<file path="config.mk">
export PLATFORM = sky130hd
export DESIGN_NAME = rv_core
export DESIGN_NICKNAME = d
export VERILOG_FILES = /design/src/rv_isa_pkg.sv /design/src/rv_pipe_pkg.sv /design/src/rv_core.sv /design/src/rv_decode.sv /design/src/rv_execute.sv /design/src/rv_fetch.sv /design/src/rv_mem_wb.sv /design/src/rv_regfile.sv
export SDC_FILE = /design/constraint.sdc
export NUM_CORES = 2
export LEC_CHECK = 0
export ABC_CLOCK_PERIOD_IN_PS = 11880
export BUFFER_PORTS_ARGS = -buffer_cell sky130_fd_sc_hd__buf_2
export CAP_MARGIN = 20
export CORE_MARGIN = 1
export CORE_UTILIZATION = 35
export DETAILED_ROUTE_END_ITERATION = 6
export GPL_TIMING_DRIVEN = 0
export HOLD_SLACK_MARGIN = 0.08
export PLACE_DENSITY = 0.54
export SYNTH_ARGS = -nofsm -noshare
export SYNTH_HDL_FRONTEND = slang
export SYNTH_SLANG_ARGS = --single-unit
</file>
<file path="constraint.sdc">
create_clock -name clk -period 11.88 [get_ports clk]
set_input_delay 0.594 -clock clk [delete_from_list [all_inputs] [get_ports clk]]
set_output_delay 0.594 -clock clk [all_outputs]
set_load 0.02 [all_outputs]
</file>
<file path="src/rv_isa_pkg.sv">
package rv_isa_pkg;

  localparam int XLEN   = 32;
  localparam int REG_AW = 5;

  // Major opcodes
  localparam logic [6:0] OP_LUI   = 7'b0110111;
  localparam logic [6:0] OP_AUIPC = 7'b0010111;
  localparam logic [6:0] OP_JAL   = 7'b1101111;
  localparam logic [6:0] OP_JALR  = 7'b1100111;
  localparam logic [6:0] OP_BR    = 7'b1100011;
  localparam logic [6:0] OP_IMM   = 7'b0010011;
  localparam logic [6:0] OP_REG   = 7'b0110011;

  // Branch conditions
  localparam logic [2:0] F3_BEQ  = 3'b000;
  localparam logic [2:0] F3_BNE  = 3'b001;
  localparam logic [2:0] F3_BLT  = 3'b100;
  localparam logic [2:0] F3_BGE  = 3'b101;
  localparam logic [2:0] F3_BLTU = 3'b110;
  localparam logic [2:0] F3_BGEU = 3'b111;

  // ALU operations where funct7 bit 5 picks SUB and SRA
  localparam logic [2:0] F3_ADD  = 3'b000;
  localparam logic [2:0] F3_SLL  = 3'b001;
  localparam logic [2:0] F3_SLT  = 3'b010;
  localparam logic [2:0] F3_SLTU = 3'b011;
  localparam logic [2:0] F3_XOR  = 3'b100;
  localparam logic [2:0] F3_SR   = 3'b101;
  localparam logic [2:0] F3_OR   = 3'b110;
  localparam logic [2:0] F3_AND  = 3'b111;

  // One instruction word seen through each field layout
  typedef union packed {
    struct packed {
      logic [6:0] funct7;
      logic [4:0] rs2;
      logic [4:0] rs1;
      logic [2:0] funct3;
      logic [4:0] rd;
      logic [6:0] opcode;
    } r;
    struct packed {
      logic [11:0] imm12;
      logic [4:0]  rs1;
      logic [2:0]  funct3;
      logic [4:0]  rd;
      logic [6:0]  opcode;
    } i;
    struct packed {
      logic       imm12;
      logic [5:0] imm10_5;
      logic [4:0] rs2;
      logic [4:0] rs1;
      logic [2:0] funct3;
      logic [3:0] imm4_1;
      logic       imm11;
      logic [6:0] opcode;
    } b;
    struct packed {
      logic [19:0] imm20;
      logic [4:0]  rd;
      logic [6:0]  opcode;
    } u;
  } rv_instr_u;

endpackage

</file>
<file path="src/rv_pipe_pkg.sv">
package rv_pipe_pkg;

  // ALU operation codes
  localparam logic [3:0] ALU_ADD  = 4'd0;
  localparam logic [3:0] ALU_SUB  = 4'd1;
  localparam logic [3:0] ALU_SLL  = 4'd2;
  localparam logic [3:0] ALU_SLT  = 4'd3;
  localparam logic [3:0] ALU_SLTU = 4'd4;
  localparam logic [3:0] ALU_XOR  = 4'd5;
  localparam logic [3:0] ALU_SRL  = 4'd6;
  localparam logic [3:0] ALU_SRA  = 4'd7;
  localparam logic [3:0] ALU_OR   = 4'd8;
  localparam logic [3:0] ALU_AND  = 4'd9;

  // Operand selects
  localparam logic SRCA_RS1 = 1'b0;
  localparam logic SRCA_PC  = 1'b1;
  localparam logic SRCB_RS2 = 1'b0;
  localparam logic SRCB_IMM = 1'b1;

  // Register write value select
  localparam logic [1:0] RES_ALU = 2'd0;
  localparam logic [1:0] RES_IMM = 2'd1;  // LUI
  localparam logic [1:0] RES_PC4 = 2'd2;  // Link value of jumps

  localparam logic [31:0] RESET_PC = 32'h0000_0000;
  localparam logic [31:0] NOP_WORD = 32'h0000_0013;  // addi x0, x0, 0

endpackage

</file>
<file path="src/rv_core.sv">
`timescale 1ns/10ps

module rv_core (
  input  logic                          clk,
  input  logic                          i_arst_n,
  input  logic [rv_isa_pkg::XLEN-1:0]   i_imem_data,
  output logic [rv_isa_pkg::XLEN-1:0]   o_imem_addr,
  output logic                          o_wb_valid,  // Register write strobe
  output logic [rv_isa_pkg::REG_AW-1:0] o_wb_rd,
  output logic [rv_isa_pkg::XLEN-1:0]   o_wb_data
);

  logic        redirect;
  logic [31:0] redirect_pc;
  logic [31:0] id_pc;
  logic [31:0] id_instr;
  logic [31:0] ex_pc;
  logic [31:0] ex_rs1_data;
  logic [31:0] ex_rs2_data;
  logic [31:0] ex_imm;
  logic [4:0]  ex_rs1;
  logic [4:0]  ex_rs2;
  logic [4:0]  ex_rd;
  logic [3:0]  ex_alu_op;
  logic        ex_srca;
  logic        ex_srcb;
  logic [1:0]  ex_res_sel;
  logic        ex_wr_en;
  logic        ex_is_br;
  logic        ex_is_jal;
  logic        ex_is_jalr;
  logic [2:0]  ex_br_f3;
  logic [31:0] mem_pc;
  logic [31:0] mem_alu;
  logic [31:0] mem_imm;
  logic [4:0]  mem_rd;
  logic [1:0]  mem_res_sel;
  logic        mem_wr_en;
  logic [31:0] mem_result;

  rv_fetch u_fetch (
    .clk           (clk),
    .i_arst_n      (i_arst_n),
    .i_imem_data   (i_imem_data),
    .i_redirect    (redirect),
    .i_redirect_pc (redirect_pc),
    .o_imem_addr   (o_imem_addr),
    .o_id_pc       (id_pc),
    .o_id_instr    (id_instr)
  );

  rv_decode u_decode (
    .clk           (clk),
    .i_arst_n      (i_arst_n),
    .i_id_pc       (id_pc),
    .i_id_instr    (id_instr),
    .i_flush       (redirect),
    .i_wb_wr_en    (o_wb_valid),
    .i_wb_rd       (o_wb_rd),
    .i_wb_data     (o_wb_data),
    .o_ex_pc       (ex_pc),
    .o_ex_rs1_data (ex_rs1_data),
    .o_ex_rs2_data (ex_rs2_data),
    .o_ex_imm      (ex_imm),
    .o_ex_rs1      (ex_rs1),
    .o_ex_rs2      (ex_rs2),
    .o_ex_rd       (ex_rd),
    .o_ex_alu_op   (ex_alu_op),
    .o_ex_srca     (ex_srca),
    .o_ex_srcb     (ex_srcb),
    .o_ex_res_sel  (ex_res_sel),
    .o_ex_wr_en    (ex_wr_en),
    .o_ex_is_br    (ex_is_br),
    .o_ex_is_jal   (ex_is_jal),
    .o_ex_is_jalr  (ex_is_jalr),
    .o_ex_br_f3    (ex_br_f3)
  );

  rv_execute u_execute (
    .clk           (clk),
    .i_arst_n      (i_arst_n),
    .i_ex_pc       (ex_pc),
    .i_ex_rs1_data (ex_rs1_data),
    .i_ex_rs2_data (ex_rs2_data),
    .i_ex_imm      (ex_imm),
    .i_ex_rs1      (ex_rs1),
    .i_ex_rs2      (ex_rs2),
    .i_ex_rd       (ex_rd),
    .i_ex_alu_op   (ex_alu_op),
    .i_ex_srca     (ex_srca),
    .i_ex_srcb     (ex_srcb),
    .i_ex_res_sel  (ex_res_sel),
    .i_ex_wr_en    (ex_wr_en),
    .i_ex_is_br    (ex_is_br),
    .i_ex_is_jal   (ex_is_jal),
    .i_ex_is_jalr  (ex_is_jalr),
    .i_ex_br_f3    (ex_br_f3),
    .i_mem_wr_en   (mem_wr_en),
    .i_mem_rd      (mem_rd),
    .i_mem_result  (mem_result),
    .i_wb_wr_en    (o_wb_valid),
    .i_wb_rd       (o_wb_rd),
    .i_wb_result   (o_wb_data),
    .o_redirect    (redirect),
    .o_redirect_pc (redirect_pc),
    .o_mem_pc      (mem_pc),
    .o_mem_alu     (mem_alu),
    .o_mem_imm     (mem_imm),
    .o_mem_rd      (mem_rd),
    .o_mem_res_sel (mem_res_sel),
    .o_mem_wr_en   (mem_wr_en)
  );

  // WB enable only ever set for rd != x0, so it doubles as the strobe
  rv_mem_wb u_mem_wb (
    .clk           (clk),
    .i_arst_n      (i_arst_n),
    .i_mem_pc      (mem_pc),
    .i_mem_alu     (mem_alu),
    .i_mem_imm     (mem_imm),
    .i_mem_rd      (mem_rd),
    .i_mem_res_sel (mem_res_sel),
    .i_mem_wr_en   (mem_wr_en),
    .o_mem_result  (mem_result),
    .o_wb_wr_en    (o_wb_valid),
    .o_wb_rd       (o_wb_rd),
    .o_wb_result   (o_wb_data)
  );

endmodule

</file>
<file path="src/rv_decode.sv">
`timescale 1ns/10ps

module rv_decode (
  input  logic        clk,
  input  logic        i_arst_n,
  input  logic [31:0] i_id_pc,
  input  logic [31:0] i_id_instr,
  input  logic        i_flush,
  input  logic        i_wb_wr_en,
  input  logic [4:0]  i_wb_rd,
  input  logic [31:0] i_wb_data,
  output logic [31:0] o_ex_pc,
  output logic [31:0] o_ex_rs1_data,
  output logic [31:0] o_ex_rs2_data,
  output logic [31:0] o_ex_imm,
  output logic [4:0]  o_ex_rs1,
  output logic [4:0]  o_ex_rs2,
  output logic [4:0]  o_ex_rd,
  output logic [3:0]  o_ex_alu_op,
  output logic        o_ex_srca,
  output logic        o_ex_srcb,
  output logic [1:0]  o_ex_res_sel,
  output logic        o_ex_wr_en,
  output logic        o_ex_is_br,
  output logic        o_ex_is_jal,
  output logic        o_ex_is_jalr,
  output logic [2:0]  o_ex_br_f3
);

  rv_isa_pkg::rv_instr_u instr;
  logic [31:0] rs1_data;
  logic [31:0] rs2_data;
  logic [31:0] imm_i;
  logic [31:0] imm_b;
  logic [31:0] imm_u;
  logic [31:0] imm_j;
  logic        alt_op;
  logic [3:0]  dec_alu_op;
  logic        dec_srca;
  logic        dec_srcb;
  logic [1:0]  dec_res_sel;
  logic [31:0] dec_imm;
  logic        dec_writes;
  logic        dec_is_br;
  logic        dec_is_jal;
  logic        dec_is_jalr;

  assign instr = i_id_instr;

  assign imm_i = {{20{instr.i.imm12[11]}}, instr.i.imm12};
  assign imm_b = {{19{instr.b.imm12}}, instr.b.imm12, instr.b.imm11,
                  instr.b.imm10_5, instr.b.imm4_1, 1'b0};
  assign imm_u = {instr.u.imm20, 12'b0};
  assign imm_j = {{11{instr.u.imm20[19]}}, instr.u.imm20[19], instr.u.imm20[7:0],
                  instr.u.imm20[8], instr.u.imm20[18:9], 1'b0};

  // Bit 30 means SUB/SRA for register ops, but only SRAI among immediates
  assign alt_op = instr.r.funct7[5] &&
                  (instr.r.opcode == rv_isa_pkg::OP_REG || instr.r.funct3 == rv_isa_pkg::F3_SR);

  function automatic logic [3:0] alu_sel(input logic [2:0] f3, input logic alt);
    case (f3)
      rv_isa_pkg::F3_ADD:  return alt ? rv_pipe_pkg::ALU_SUB : rv_pipe_pkg::ALU_ADD;
      rv_isa_pkg::F3_SLL:  return rv_pipe_pkg::ALU_SLL;
      rv_isa_pkg::F3_SLT:  return rv_pipe_pkg::ALU_SLT;
      rv_isa_pkg::F3_SLTU: return rv_pipe_pkg::ALU_SLTU;
      rv_isa_pkg::F3_XOR:  return rv_pipe_pkg::ALU_XOR;
      rv_isa_pkg::F3_SR:   return alt ? rv_pipe_pkg::ALU_SRA : rv_pipe_pkg::ALU_SRL;
      rv_isa_pkg::F3_OR:   return rv_pipe_pkg::ALU_OR;
      default:             return rv_pipe_pkg::ALU_AND;
    endcase
  endfunction

  always_comb begin
    dec_alu_op  = rv_pipe_pkg::ALU_ADD;
    dec_srca    = rv_pipe_pkg::SRCA_RS1;
    dec_srcb    = rv_pipe_pkg::SRCB_IMM;
    dec_res_sel = rv_pipe_pkg::RES_ALU;
    dec_imm     = imm_i;
    dec_writes  = 1'b0;
    dec_is_br   = 1'b0;
    dec_is_jal  = 1'b0;
    dec_is_jalr = 1'b0;
    case (instr.r.opcode)
      rv_isa_pkg::OP_LUI: begin
        dec_imm     = imm_u;
        dec_res_sel = rv_pipe_pkg::RES_IMM;
        dec_writes  = 1'b1;
      end
      rv_isa_pkg::OP_AUIPC: begin
        dec_imm    = imm_u;
        dec_srca   = rv_pipe_pkg::SRCA_PC;
        dec_writes = 1'b1;
      end
      rv_isa_pkg::OP_JAL: begin
        dec_imm     = imm_j;
        dec_srca    = rv_pipe_pkg::SRCA_PC;  // Target is PC + offset
        dec_res_sel = rv_pipe_pkg::RES_PC4;
        dec_writes  = 1'b1;
        dec_is_jal  = 1'b1;
      end
      rv_isa_pkg::OP_JALR: begin
        dec_res_sel = rv_pipe_pkg::RES_PC4;
        dec_writes  = 1'b1;
        dec_is_jalr = 1'b1;
      end
      rv_isa_pkg::OP_BR: begin
        dec_imm   = imm_b;
        dec_srca  = rv_pipe_pkg::SRCA_PC;
        dec_is_br = 1'b1;
      end
      rv_isa_pkg::OP_IMM: begin
        dec_alu_op = alu_sel(instr.r.funct3, alt_op);
        dec_writes = 1'b1;
      end
      rv_isa_pkg::OP_REG: begin
        dec_alu_op = alu_sel(instr.r.funct3, alt_op);
        dec_srcb   = rv_pipe_pkg::SRCB_RS2;
        dec_writes = 1'b1;
      end
      default: ;  // Unknown opcode runs as a bubble
    endcase
  end

  rv_regfile u_regfile (
    .clk        (clk),
    .i_arst_n   (i_arst_n),
    .i_rs1      (instr.r.rs1),
    .i_rs2      (instr.r.rs2),
    .i_wr_en    (i_wb_wr_en),
    .i_wr_rd    (i_wb_rd),
    .i_wr_data  (i_wb_data),
    .o_rs1_data (rs1_data),
    .o_rs2_data (rs2_data)
  );

  // ID/EX control is cleared on redirect
  always_ff @(posedge clk or negedge i_arst_n) begin
    if (!i_arst_n) begin
      o_ex_wr_en   <= 1'b0;
      o_ex_is_br   <= 1'b0;
      o_ex_is_jal  <= 1'b0;
      o_ex_is_jalr <= 1'b0;
    end else if (i_flush) begin
      o_ex_wr_en   <= 1'b0;
      o_ex_is_br   <= 1'b0;
      o_ex_is_jal  <= 1'b0;
      o_ex_is_jalr <= 1'b0;
    end else begin
      o_ex_wr_en   <= dec_writes && instr.r.rd != 5'd0;  // x0 never written
      o_ex_is_br   <= dec_is_br;
      o_ex_is_jal  <= dec_is_jal;
      o_ex_is_jalr <= dec_is_jalr;
    end
  end

  always_ff @(posedge clk) begin
    o_ex_pc       <= i_id_pc;
    o_ex_rs1_data <= rs1_data;
    o_ex_rs2_data <= rs2_data;
    o_ex_imm      <= dec_imm;
    o_ex_rs1      <= instr.r.rs1;
    o_ex_rs2      <= instr.r.rs2;
    o_ex_rd       <= instr.r.rd;
    o_ex_alu_op   <= dec_alu_op;
    o_ex_srca     <= dec_srca;
    o_ex_srcb     <= dec_srcb;
    o_ex_res_sel  <= dec_res_sel;
    o_ex_br_f3    <= instr.r.funct3;
  end

endmodule

</file>
<file path="src/rv_execute.sv">
`timescale 1ns/10ps

module rv_execute (
  input  logic        clk,
  input  logic        i_arst_n,
  input  logic [31:0] i_ex_pc,
  input  logic [31:0] i_ex_rs1_data,
  input  logic [31:0] i_ex_rs2_data,
  input  logic [31:0] i_ex_imm,
  input  logic [4:0]  i_ex_rs1,
  input  logic [4:0]  i_ex_rs2,
  input  logic [4:0]  i_ex_rd,
  input  logic [3:0]  i_ex_alu_op,
  input  logic        i_ex_srca,
  input  logic        i_ex_srcb,
  input  logic [1:0]  i_ex_res_sel,
  input  logic        i_ex_wr_en,
  input  logic        i_ex_is_br,
  input  logic        i_ex_is_jal,
  input  logic        i_ex_is_jalr,
  input  logic [2:0]  i_ex_br_f3,
  input  logic        i_mem_wr_en,
  input  logic [4:0]  i_mem_rd,
  input  logic [31:0] i_mem_result,
  input  logic        i_wb_wr_en,
  input  logic [4:0]  i_wb_rd,
  input  logic [31:0] i_wb_result,
  output logic        o_redirect,
  output logic [31:0] o_redirect_pc,
  output logic [31:0] o_mem_pc,
  output logic [31:0] o_mem_alu,
  output logic [31:0] o_mem_imm,
  output logic [4:0]  o_mem_rd,
  output logic [1:0]  o_mem_res_sel,
  output logic        o_mem_wr_en
);

  logic [31:0] rs1_val;
  logic [31:0] rs2_val;
  logic [31:0] op_a;
  logic [31:0] op_b;
  logic [31:0] alu_out;
  logic        br_taken;

  // Youngest producer wins so MEM beats WB and WB beats the register file
  function automatic logic [31:0] fwd(input logic [4:0] rs, input logic [31:0] rf_val);
    if (i_mem_wr_en && i_mem_rd == rs && rs != 5'd0) begin
      return i_mem_result;
    end else if (i_wb_wr_en && i_wb_rd == rs && rs != 5'd0) begin
      return i_wb_result;
    end
    return rf_val;
  endfunction

  always_comb begin
    rs1_val = fwd(i_ex_rs1, i_ex_rs1_data);
    rs2_val = fwd(i_ex_rs2, i_ex_rs2_data);
  end

  assign op_a    = (i_ex_srca == rv_pipe_pkg::SRCA_PC)  ? i_ex_pc  : rs1_val;
  assign op_b    = (i_ex_srcb == rv_pipe_pkg::SRCB_IMM) ? i_ex_imm : rs2_val;

  always_comb begin
    case (i_ex_alu_op)
      rv_pipe_pkg::ALU_SUB:  alu_out = op_a - op_b;
      rv_pipe_pkg::ALU_SLL:  alu_out = op_a << op_b[4:0];
      rv_pipe_pkg::ALU_SLT:  alu_out = {31'b0, $signed(op_a) < $signed(op_b)};
      rv_pipe_pkg::ALU_SLTU: alu_out = {31'b0, op_a < op_b};
      rv_pipe_pkg::ALU_XOR:  alu_out = op_a ^ op_b;
      rv_pipe_pkg::ALU_SRL:  alu_out = op_a >> op_b[4:0];
      rv_pipe_pkg::ALU_SRA:  alu_out = $signed(op_a) >>> op_b[4:0];
      rv_pipe_pkg::ALU_OR:   alu_out = op_a | op_b;
      rv_pipe_pkg::ALU_AND:  alu_out = op_a & op_b;
      default:               alu_out = op_a + op_b;  // Also address sums
    endcase
  end

  always_comb begin
    case (i_ex_br_f3)
      rv_isa_pkg::F3_BEQ:  br_taken = rs1_val == rs2_val;
      rv_isa_pkg::F3_BNE:  br_taken = rs1_val != rs2_val;
      rv_isa_pkg::F3_BLT:  br_taken = $signed(rs1_val) < $signed(rs2_val);
      rv_isa_pkg::F3_BGE:  br_taken = $signed(rs1_val) >= $signed(rs2_val);
      rv_isa_pkg::F3_BLTU: br_taken = rs1_val < rs2_val;
      rv_isa_pkg::F3_BGEU: br_taken = rs1_val >= rs2_val;
      default:             br_taken = 1'b0;
    endcase
  end

  assign o_redirect    = i_ex_is_jal || i_ex_is_jalr || (i_ex_is_br && br_taken);
  assign o_redirect_pc = {alu_out[31:1], alu_out[0] & ~i_ex_is_jalr};  // JALR drops bit 0

  always_ff @(posedge clk or negedge i_arst_n) begin
    if (!i_arst_n) begin
      o_mem_wr_en <= 1'b0;
    end else begin
      o_mem_wr_en <= i_ex_wr_en;
    end
  end

  always_ff @(posedge clk) begin
    o_mem_pc      <= i_ex_pc;
    o_mem_alu     <= alu_out;
    o_mem_imm     <= i_ex_imm;
    o_mem_rd      <= i_ex_rd;
    o_mem_res_sel <= i_ex_res_sel;
  end

endmodule

</file>
<file path="src/rv_fetch.sv">
`timescale 1ns/10ps

module rv_fetch (
  input  logic        clk,
  input  logic        i_arst_n,
  input  logic [31:0] i_imem_data,
  input  logic        i_redirect,
  input  logic [31:0] i_redirect_pc,
  output logic [31:0] o_imem_addr,
  output logic [31:0] o_id_pc,
  output logic [31:0] o_id_instr
);

  logic [31:0] pc;
  logic [31:0] pc_next;

  // Taken branch or jump in EX wins over sequential fetch
  assign pc_next     = i_redirect ? i_redirect_pc : pc + 32'd4;
  assign o_imem_addr = pc;

  always_ff @(posedge clk or negedge i_arst_n) begin
    if (!i_arst_n) begin
      pc         <= rv_pipe_pkg::RESET_PC;
      o_id_instr <= rv_pipe_pkg::NOP_WORD;
    end else begin
      pc <= pc_next;
      if (i_redirect) begin
        o_id_instr <= rv_pipe_pkg::NOP_WORD;  // Kill the wrong-path fetch
      end else begin
        o_id_instr <= i_imem_data;
      end
    end
  end

  always_ff @(posedge clk) begin
    o_id_pc <= pc;
  end

endmodule

</file>
<file path="src/rv_mem_wb.sv">
`timescale 1ns/10ps

module rv_mem_wb (
  input  logic        clk,
  input  logic        i_arst_n,
  input  logic [31:0] i_mem_pc,
  input  logic [31:0] i_mem_alu,
  input  logic [31:0] i_mem_imm,
  input  logic [4:0]  i_mem_rd,
  input  logic [1:0]  i_mem_res_sel,
  input  logic        i_mem_wr_en,
  output logic [31:0] o_mem_result,
  output logic        o_wb_wr_en,
  output logic [4:0]  o_wb_rd,
  output logic [31:0] o_wb_result
);

  // Result is final here, so MEM can forward it
  always_comb begin
    case (i_mem_res_sel)
      rv_pipe_pkg::RES_IMM: o_mem_result = i_mem_imm;
      rv_pipe_pkg::RES_PC4: o_mem_result = i_mem_pc + 32'd4;
      default:              o_mem_result = i_mem_alu;
    endcase
  end

  always_ff @(posedge clk or negedge i_arst_n) begin
    if (!i_arst_n) begin
      o_wb_wr_en <= 1'b0;
    end else begin
      o_wb_wr_en <= i_mem_wr_en;
    end
  end

  always_ff @(posedge clk) begin
    o_wb_rd     <= i_mem_rd;
    o_wb_result <= o_mem_result;
  end

endmodule

</file>
<file path="src/rv_regfile.sv">
`timescale 1ns/10ps

module rv_regfile (
  input  logic                          clk,
  input  logic                          i_arst_n,
  input  logic [rv_isa_pkg::REG_AW-1:0] i_rs1,
  input  logic [rv_isa_pkg::REG_AW-1:0] i_rs2,
  input  logic                          i_wr_en,
  input  logic [rv_isa_pkg::REG_AW-1:0] i_wr_rd,
  input  logic [rv_isa_pkg::XLEN-1:0]   i_wr_data,
  output logic [rv_isa_pkg::XLEN-1:0]   o_rs1_data,
  output logic [rv_isa_pkg::XLEN-1:0]   o_rs2_data
);

  logic [rv_isa_pkg::XLEN-1:0] regs [1:31];  // x0 has no storage

  always_ff @(posedge clk or negedge i_arst_n) begin
    if (!i_arst_n) begin
      for (int i = 1; i < 32; i++) begin
        regs[i] <= '0;
      end
    end else if (i_wr_en && i_wr_rd != '0) begin
      regs[i_wr_rd] <= i_wr_data;
    end
  end

  // Same-cycle write shows through to the read ports
  assign o_rs1_data = (i_rs1 == '0) ? '0 :
                      (i_wr_en && i_wr_rd == i_rs1) ? i_wr_data : regs[i_rs1];
  assign o_rs2_data = (i_rs2 == '0) ? '0 :
                      (i_wr_en && i_wr_rd == i_rs2) ? i_wr_data : regs[i_rs2];

endmodule
</file>
==> results.md, run 1 <==
- Status: stopped before the end
- Last stage the flow got to: detailed routing (5_2_route)
- Log Error: Error: net189 17 pin not visited #guides = 438
- Post-synthesis mux area share: between 30% and 40%
- Post-synthesis average cell area: approximately 12 µm²
- Area share of fa/ha/maj cells after synthesis: 2.20%
- Pre-CTS setup slack: around 1100 ps
- Ys async rst share: approximately three quarters
- # H-tree levels: 4
- Synthesized Nets: 6434
- Largest net degree at the start of global routing: roughly 170
- Synth Area in XOR/XNOR: under 10%
- Number of global-route vias before repair: between 50000 and 60000
- Root buffer selected by CTS: clkbuf_16
- PostCTS Resize Cnt: 0
- First-pass GRT wire length: approximately 470000 µm
- Initial Util: a little over a third
- TritonCTS buffer count: between 150 and 200
- Largest family of logic cells by synthesized area: multiplexers
- Synth unique cells: a little over 100
- Simple-gate share of the synthesized area: 6.50%
- Compound-Gate Fraction of Synth Area: 8.65%
- Row cnt: around 170
- #FFs+latches synth: between 1000 and 1500
- IO Port Bufs: 103
- Cells after synthesis: 6265
- Total global routing track utilization: about 30%
- Mapped cell area: between 70000 and 80000 µm²
- Num Clock Sinks: 1388
- Die Ht: around 470 µm
- RePlAce Congestion: roughly 1.0
- Total grt overflow: 0
- Seq/Total Area, Yosys: ~43%
- Ys Warns: 0
- Ports: about 100
- Die width: 472 µm
- Predominant post-synthesis flop cell: dfrtp_1
- Clock buffer depth: 3
- Detailed Place HPWL: 258000 µm
- EDFF count, synth: 0
- Initial antenna violation count: 11
[metal layers]
| layer | track usage (%) |
|---|---|
| met1 | 38.2 |
| met2 | 46.5 |
| met3 | 5.66 |
| met4 | 17.8 |
| met5 | 0 |
[synth_stat cells, types with 64 or more instances]
| cell | instances | area [µm²] |
|---|---|---|
| clkbuf_1 | 398 | 1490 |
| mux2_2 | 1024 | 11500 |
| nand2_1 | 241 | 905 |
| a21oi_1 | 399 | 2000 |
| nand3_1 | 74 | 370 |
| and2_1 | 64 | 400 |
| dfrtp_1 | 1059 | 26500 |
| inv_1 | 134 | 503 |
| mux2i_1 | 247 | 2470 |
| o21ai_0 | 137 | 686 |
| mux4_2 | 586 | 13200 |
| nor3_1 | 67 | 335 |
| ha_1 | 133 | 1660 |
| nor2_1 | 336 | 1260 |
| dfxtp_1 | 326 | 6530 |
| buf_1 | 138 | 518 |
[kinds of logic after synthesis]
family	Yosys count
multiplexers	1860
adder cells (fa/ha/maj)	135
XOR/XNOR	96
AND/OR/NAND/NOR	1044
AO/OA/AOI/OAI	1038
flip-flops	1388
buffers and inverters	704
[through the flow]
stage,std cells,area [µm²]
after floorplan,6265,77300
after global placement,9239,81400
after detailed placement,9326,82900
after CTS,9632,88400
after global routing,9657,88700
[repair_timing]
item	in CTS	in global routing
setup buffers	0	0
hold buffers	28	0
endpoints found under the hold margin	116	0
==> run 2: changes to the inputs <==
Settings changed: CORE_UTILIZATION 35 to 20, HOLD_SLACK_MARGIN 0.08 to unset, PLACE_DENSITY 0.54 to unset, PLACE_DENSITY_LB_ADDON set to 0.15.
==> run 2 against run 1 <==
- global-route usage fell by 9.5 points
- the flow now finishes without violations
- synthesized cell count did not move
- area after synthesis did not move
==> results.md, run 2 <==
- Initial Util: 20.2%
- Setup ws final: between 200 and 250 ps
- Final setup vio count: 0
- Placed cell count: roughly 12000
- Core ar.: around 380000 µm²
- Clock buffer depth: 4
- Worst-margin pin slew: about 1300 ps
- Hold_sp: i_imem_data[25]
- DRC: 0
- Die ar.: between 300000 and 400000 µm²
- Largest net degree at the start of global routing: 152
- Area delta synth->final: 20.3%
- TritonCTS buffer count: ~180
- RSZ-0062 raised after global routing: false
- Max Slew Vio Count: 0
- Largest register by flop count: u_decode.u_regfile.regs
- Predominant post-synthesis flop cell: dfrtp_1
- Post CTS Setup Buffer Count: 0
- WL/cell: 33.7 µm
- Detailed Place HPWL: around 310000 µm
- Critical Path AT: about 12000 ps
- Worst-Skew Late Latency: approximately 900 ps
- Slowest-stage cell, CP: o311ai_0
- Pwr Density: 151 nW/µm²
- Die Ht: around 620 µm
- Die width: about 620 µm
- R2r setup slk: between 200 and 250 ps
- Max-cap violations: 0
- Initial drt markers: around 5400
- FF-to-FF End: u_fetch.o_imem_addr[0]$_DFFE_PN0P_
- Post-route ant nets: 0
- RePlAce Congestion: roughly 0.95
- Final Net Count: 6916
- Most common cell in the synthesized netlist: dfrtp_1
- TritonRoute pass-1 iters: 5
- # H-tree levels: 4
- CP Class: reg2reg
- IO Port Bufs: about 100
- Synth unique cells: approximately 100
- Area share of the largest cell type after synthesis: roughly a third
- Hold path endpoint: u_fetch.o_id_instr[25]$_DFF_PN0_
- Hold path cells: 2
- Cell taking the most area after synthesis: dfrtp_1
- Initial antenna violation count: 29
- Final wirelength: 401000 µm
- Critical path endpoint category: flop
- CTS clock-pin slew for the worst setup and hold paths: 60 ps
- CP Data Required Time: about 13000 ps
- Commonest non-fill, non-tap cell in the layout: dfrtp_1
- First-pass GRT wire length: between 500000 and 600000 µm
- VDD IR max: 0.109 mV
- Ys async rst share: 76.5%
- Worst Skew: between 60 and 70 ps
- Status: complete, no violations
- Cells after synthesis: 6265
- Pre-CTS setup slack: between 200 and 250 ps
- CP most frequent cell: clkbuf_1
- Routed vias: a little under 60000
- Total grt overflow: 0
- Synthesized Nets: around 6400
- Final instance area: about 93000 µm²
- Setup_tns: 0 ps
- Largest stage delay, worst path: around 800 ps
- Row cnt: 227
- Hold Crit Class: in2reg
- P_leak: 39.9 nW
- Most frequent cells in the layout: 1059 x dfrtp_1, 1024 x mux2_2, 586 x mux4_2
- Root buffer selected by CTS: clkbuf_16
- Non-Filler Instances: between 10000 and 15000
- Number of vias per cell: 5.00
- Hold Violations, Final: 0
- Max reg flops: a little under 1000
- Seq/Total Area, Yosys: between 40 and 50%
- Mapped cell area: roughly 77000 µm²
- Post-synth top cells: 1059 x dfrtp_1, 1024 x mux2_2, 586 x mux4_2, 399 x a21oi_1, 398 x clkbuf_1
- Post-synthesis average cell area: roughly 12 µm²
- Ranking of synthesized cells by area: dfrtp_1 34%, mux4_2 17%, mux2_2 15%
- RR Startpoint: u_execute.o_mem_res_sel[0]$_DFF_P_
- #FFs+latches synth: 1388
- Ys Warns: 0
- Number of global-route vias before repair: between 60000 and 70000
- Ports: between 100 and 150
- Placed Area: roughly 87000 µm²
- Slew HR: approximately 15%
- Num Clock Sinks: around 1400
- CTS tree: done
- EDFF count, synth: 0
- Clock period minus worst slack: approximately 12000 ps
- Critical path launch point type: flop
- Final period utilization: a little over nine tenths
- Fmax: 0.0859 GHz
- Share of cells above drive strength 1: around a third
- Total global routing track utilization: approximately a fifth
- CP Max Fanout: 11
- FF-to-FF path depth: 27
==> run 2: cell counts after synthesis <==
Identical to the previous run, type by type.
==> run 2: how the worst max path moves through the flow <==
stage | start | to | slack [ps]
after floorplan | u_execute.o_mem_res_sel[0]$_DFF_P_ | u_fetch.o_imem_addr[27]$_DFF_PN0_ | 5670
after global placement | i_arst_n | u_fetch.o_imem_addr[14]$_DFF_PN0_ | -15450
after detailed placement | u_execute.o_mem_res_sel[0]$_DFF_P_ | u_fetch.o_imem_addr[0]$_DFFE_PN0P_ | 250
after CTS | u_execute.o_mem_res_sel[0]$_DFF_P_ | u_fetch.o_imem_addr[0]$_DFFE_PN0P_ | 210
after global routing | u_execute.o_mem_res_sel[0]$_DFF_P_ | u_fetch.o_imem_addr[0]$_DFFE_PN0P_ | 260
final | u_execute.o_mem_res_sel[0]$_DFF_P_ | u_fetch.o_imem_addr[0]$_DFFE_PN0P_ | 240
==> run 2: timing repair <==
action | in CTS | in global routing
setup endpoints to repair | 0 | 2
hold buffers | 30 | 0
resized for setup | 0 | 4
endpoints found under the hold margin | 126 | 0
==> run 2: kinds of logic after synthesis <==
group	Yosys count	synth area share, %
multiplexers	1860	35.2
XOR/XNOR	96	1.09
adder cells (fa/ha/maj)	135	2.20
AND/OR/NAND/NOR	1044	6.50
buffers and inverters	704	3.49
AO/OA/AOI/OAI	1038	8.65
flip-flops	1388	42.8
==> run 2: stage by stage <==
step	hold slack [ps]	utilization, %	power, mW
2_1_floorplan	298	-	6.96
3_3_place_gp	313	21.9	8.39
3_5_place_dp	312	22.6	8.45
4_1_cts	94.9	24.2	14.1
5_1_grt	113	24.3	14.5
6_report	148	24.3	14.0
==> run 2: cell type report <==
cell class                      instances  area [µm²]
Sequential cell                      1388       33100
Buffer                                568        2300
Clock buffer                          264        5360
Timing Repair Buffer                  299        3320
Multi-Input combinational cell       4173       41500
Fill cell                           40600      290000
Antenna cell                            6        15.0
Clock inverter                         52         582
Tap cell                             5038        6300
Inverter                              136         510
==> run 2: power breakdown <==
group	internal, mW	switching, mW
Clock	3.30	2.32
Sequential	5.16	0.593
Combinational	0.939	1.71
Total	9.40	4.62
==> run 2: worst max-delay path: cells and delay by family, from the launching register on <==
kind                     cells  cell delay (ps)
AND/OR/NAND/NOR              4             1480
adder cells (fa/ha/maj)      2              840
multiplexers                 1              700
buffers and inverters        9             4560
flip-flops                   1              330
AO/OA/AOI/OAI               11             3650
==> run 2: routing by layer <==
layer	global-route usage, %	wire length [µm]	vias to the layer above
met4	7.15	16500	8
met1	26.8	174000	32100
li1	-	-	24700
met5	0	44	-
met2	33.2	188000	2259
met3	3.09	22100	637
Power figures use the tool's default switching activity.
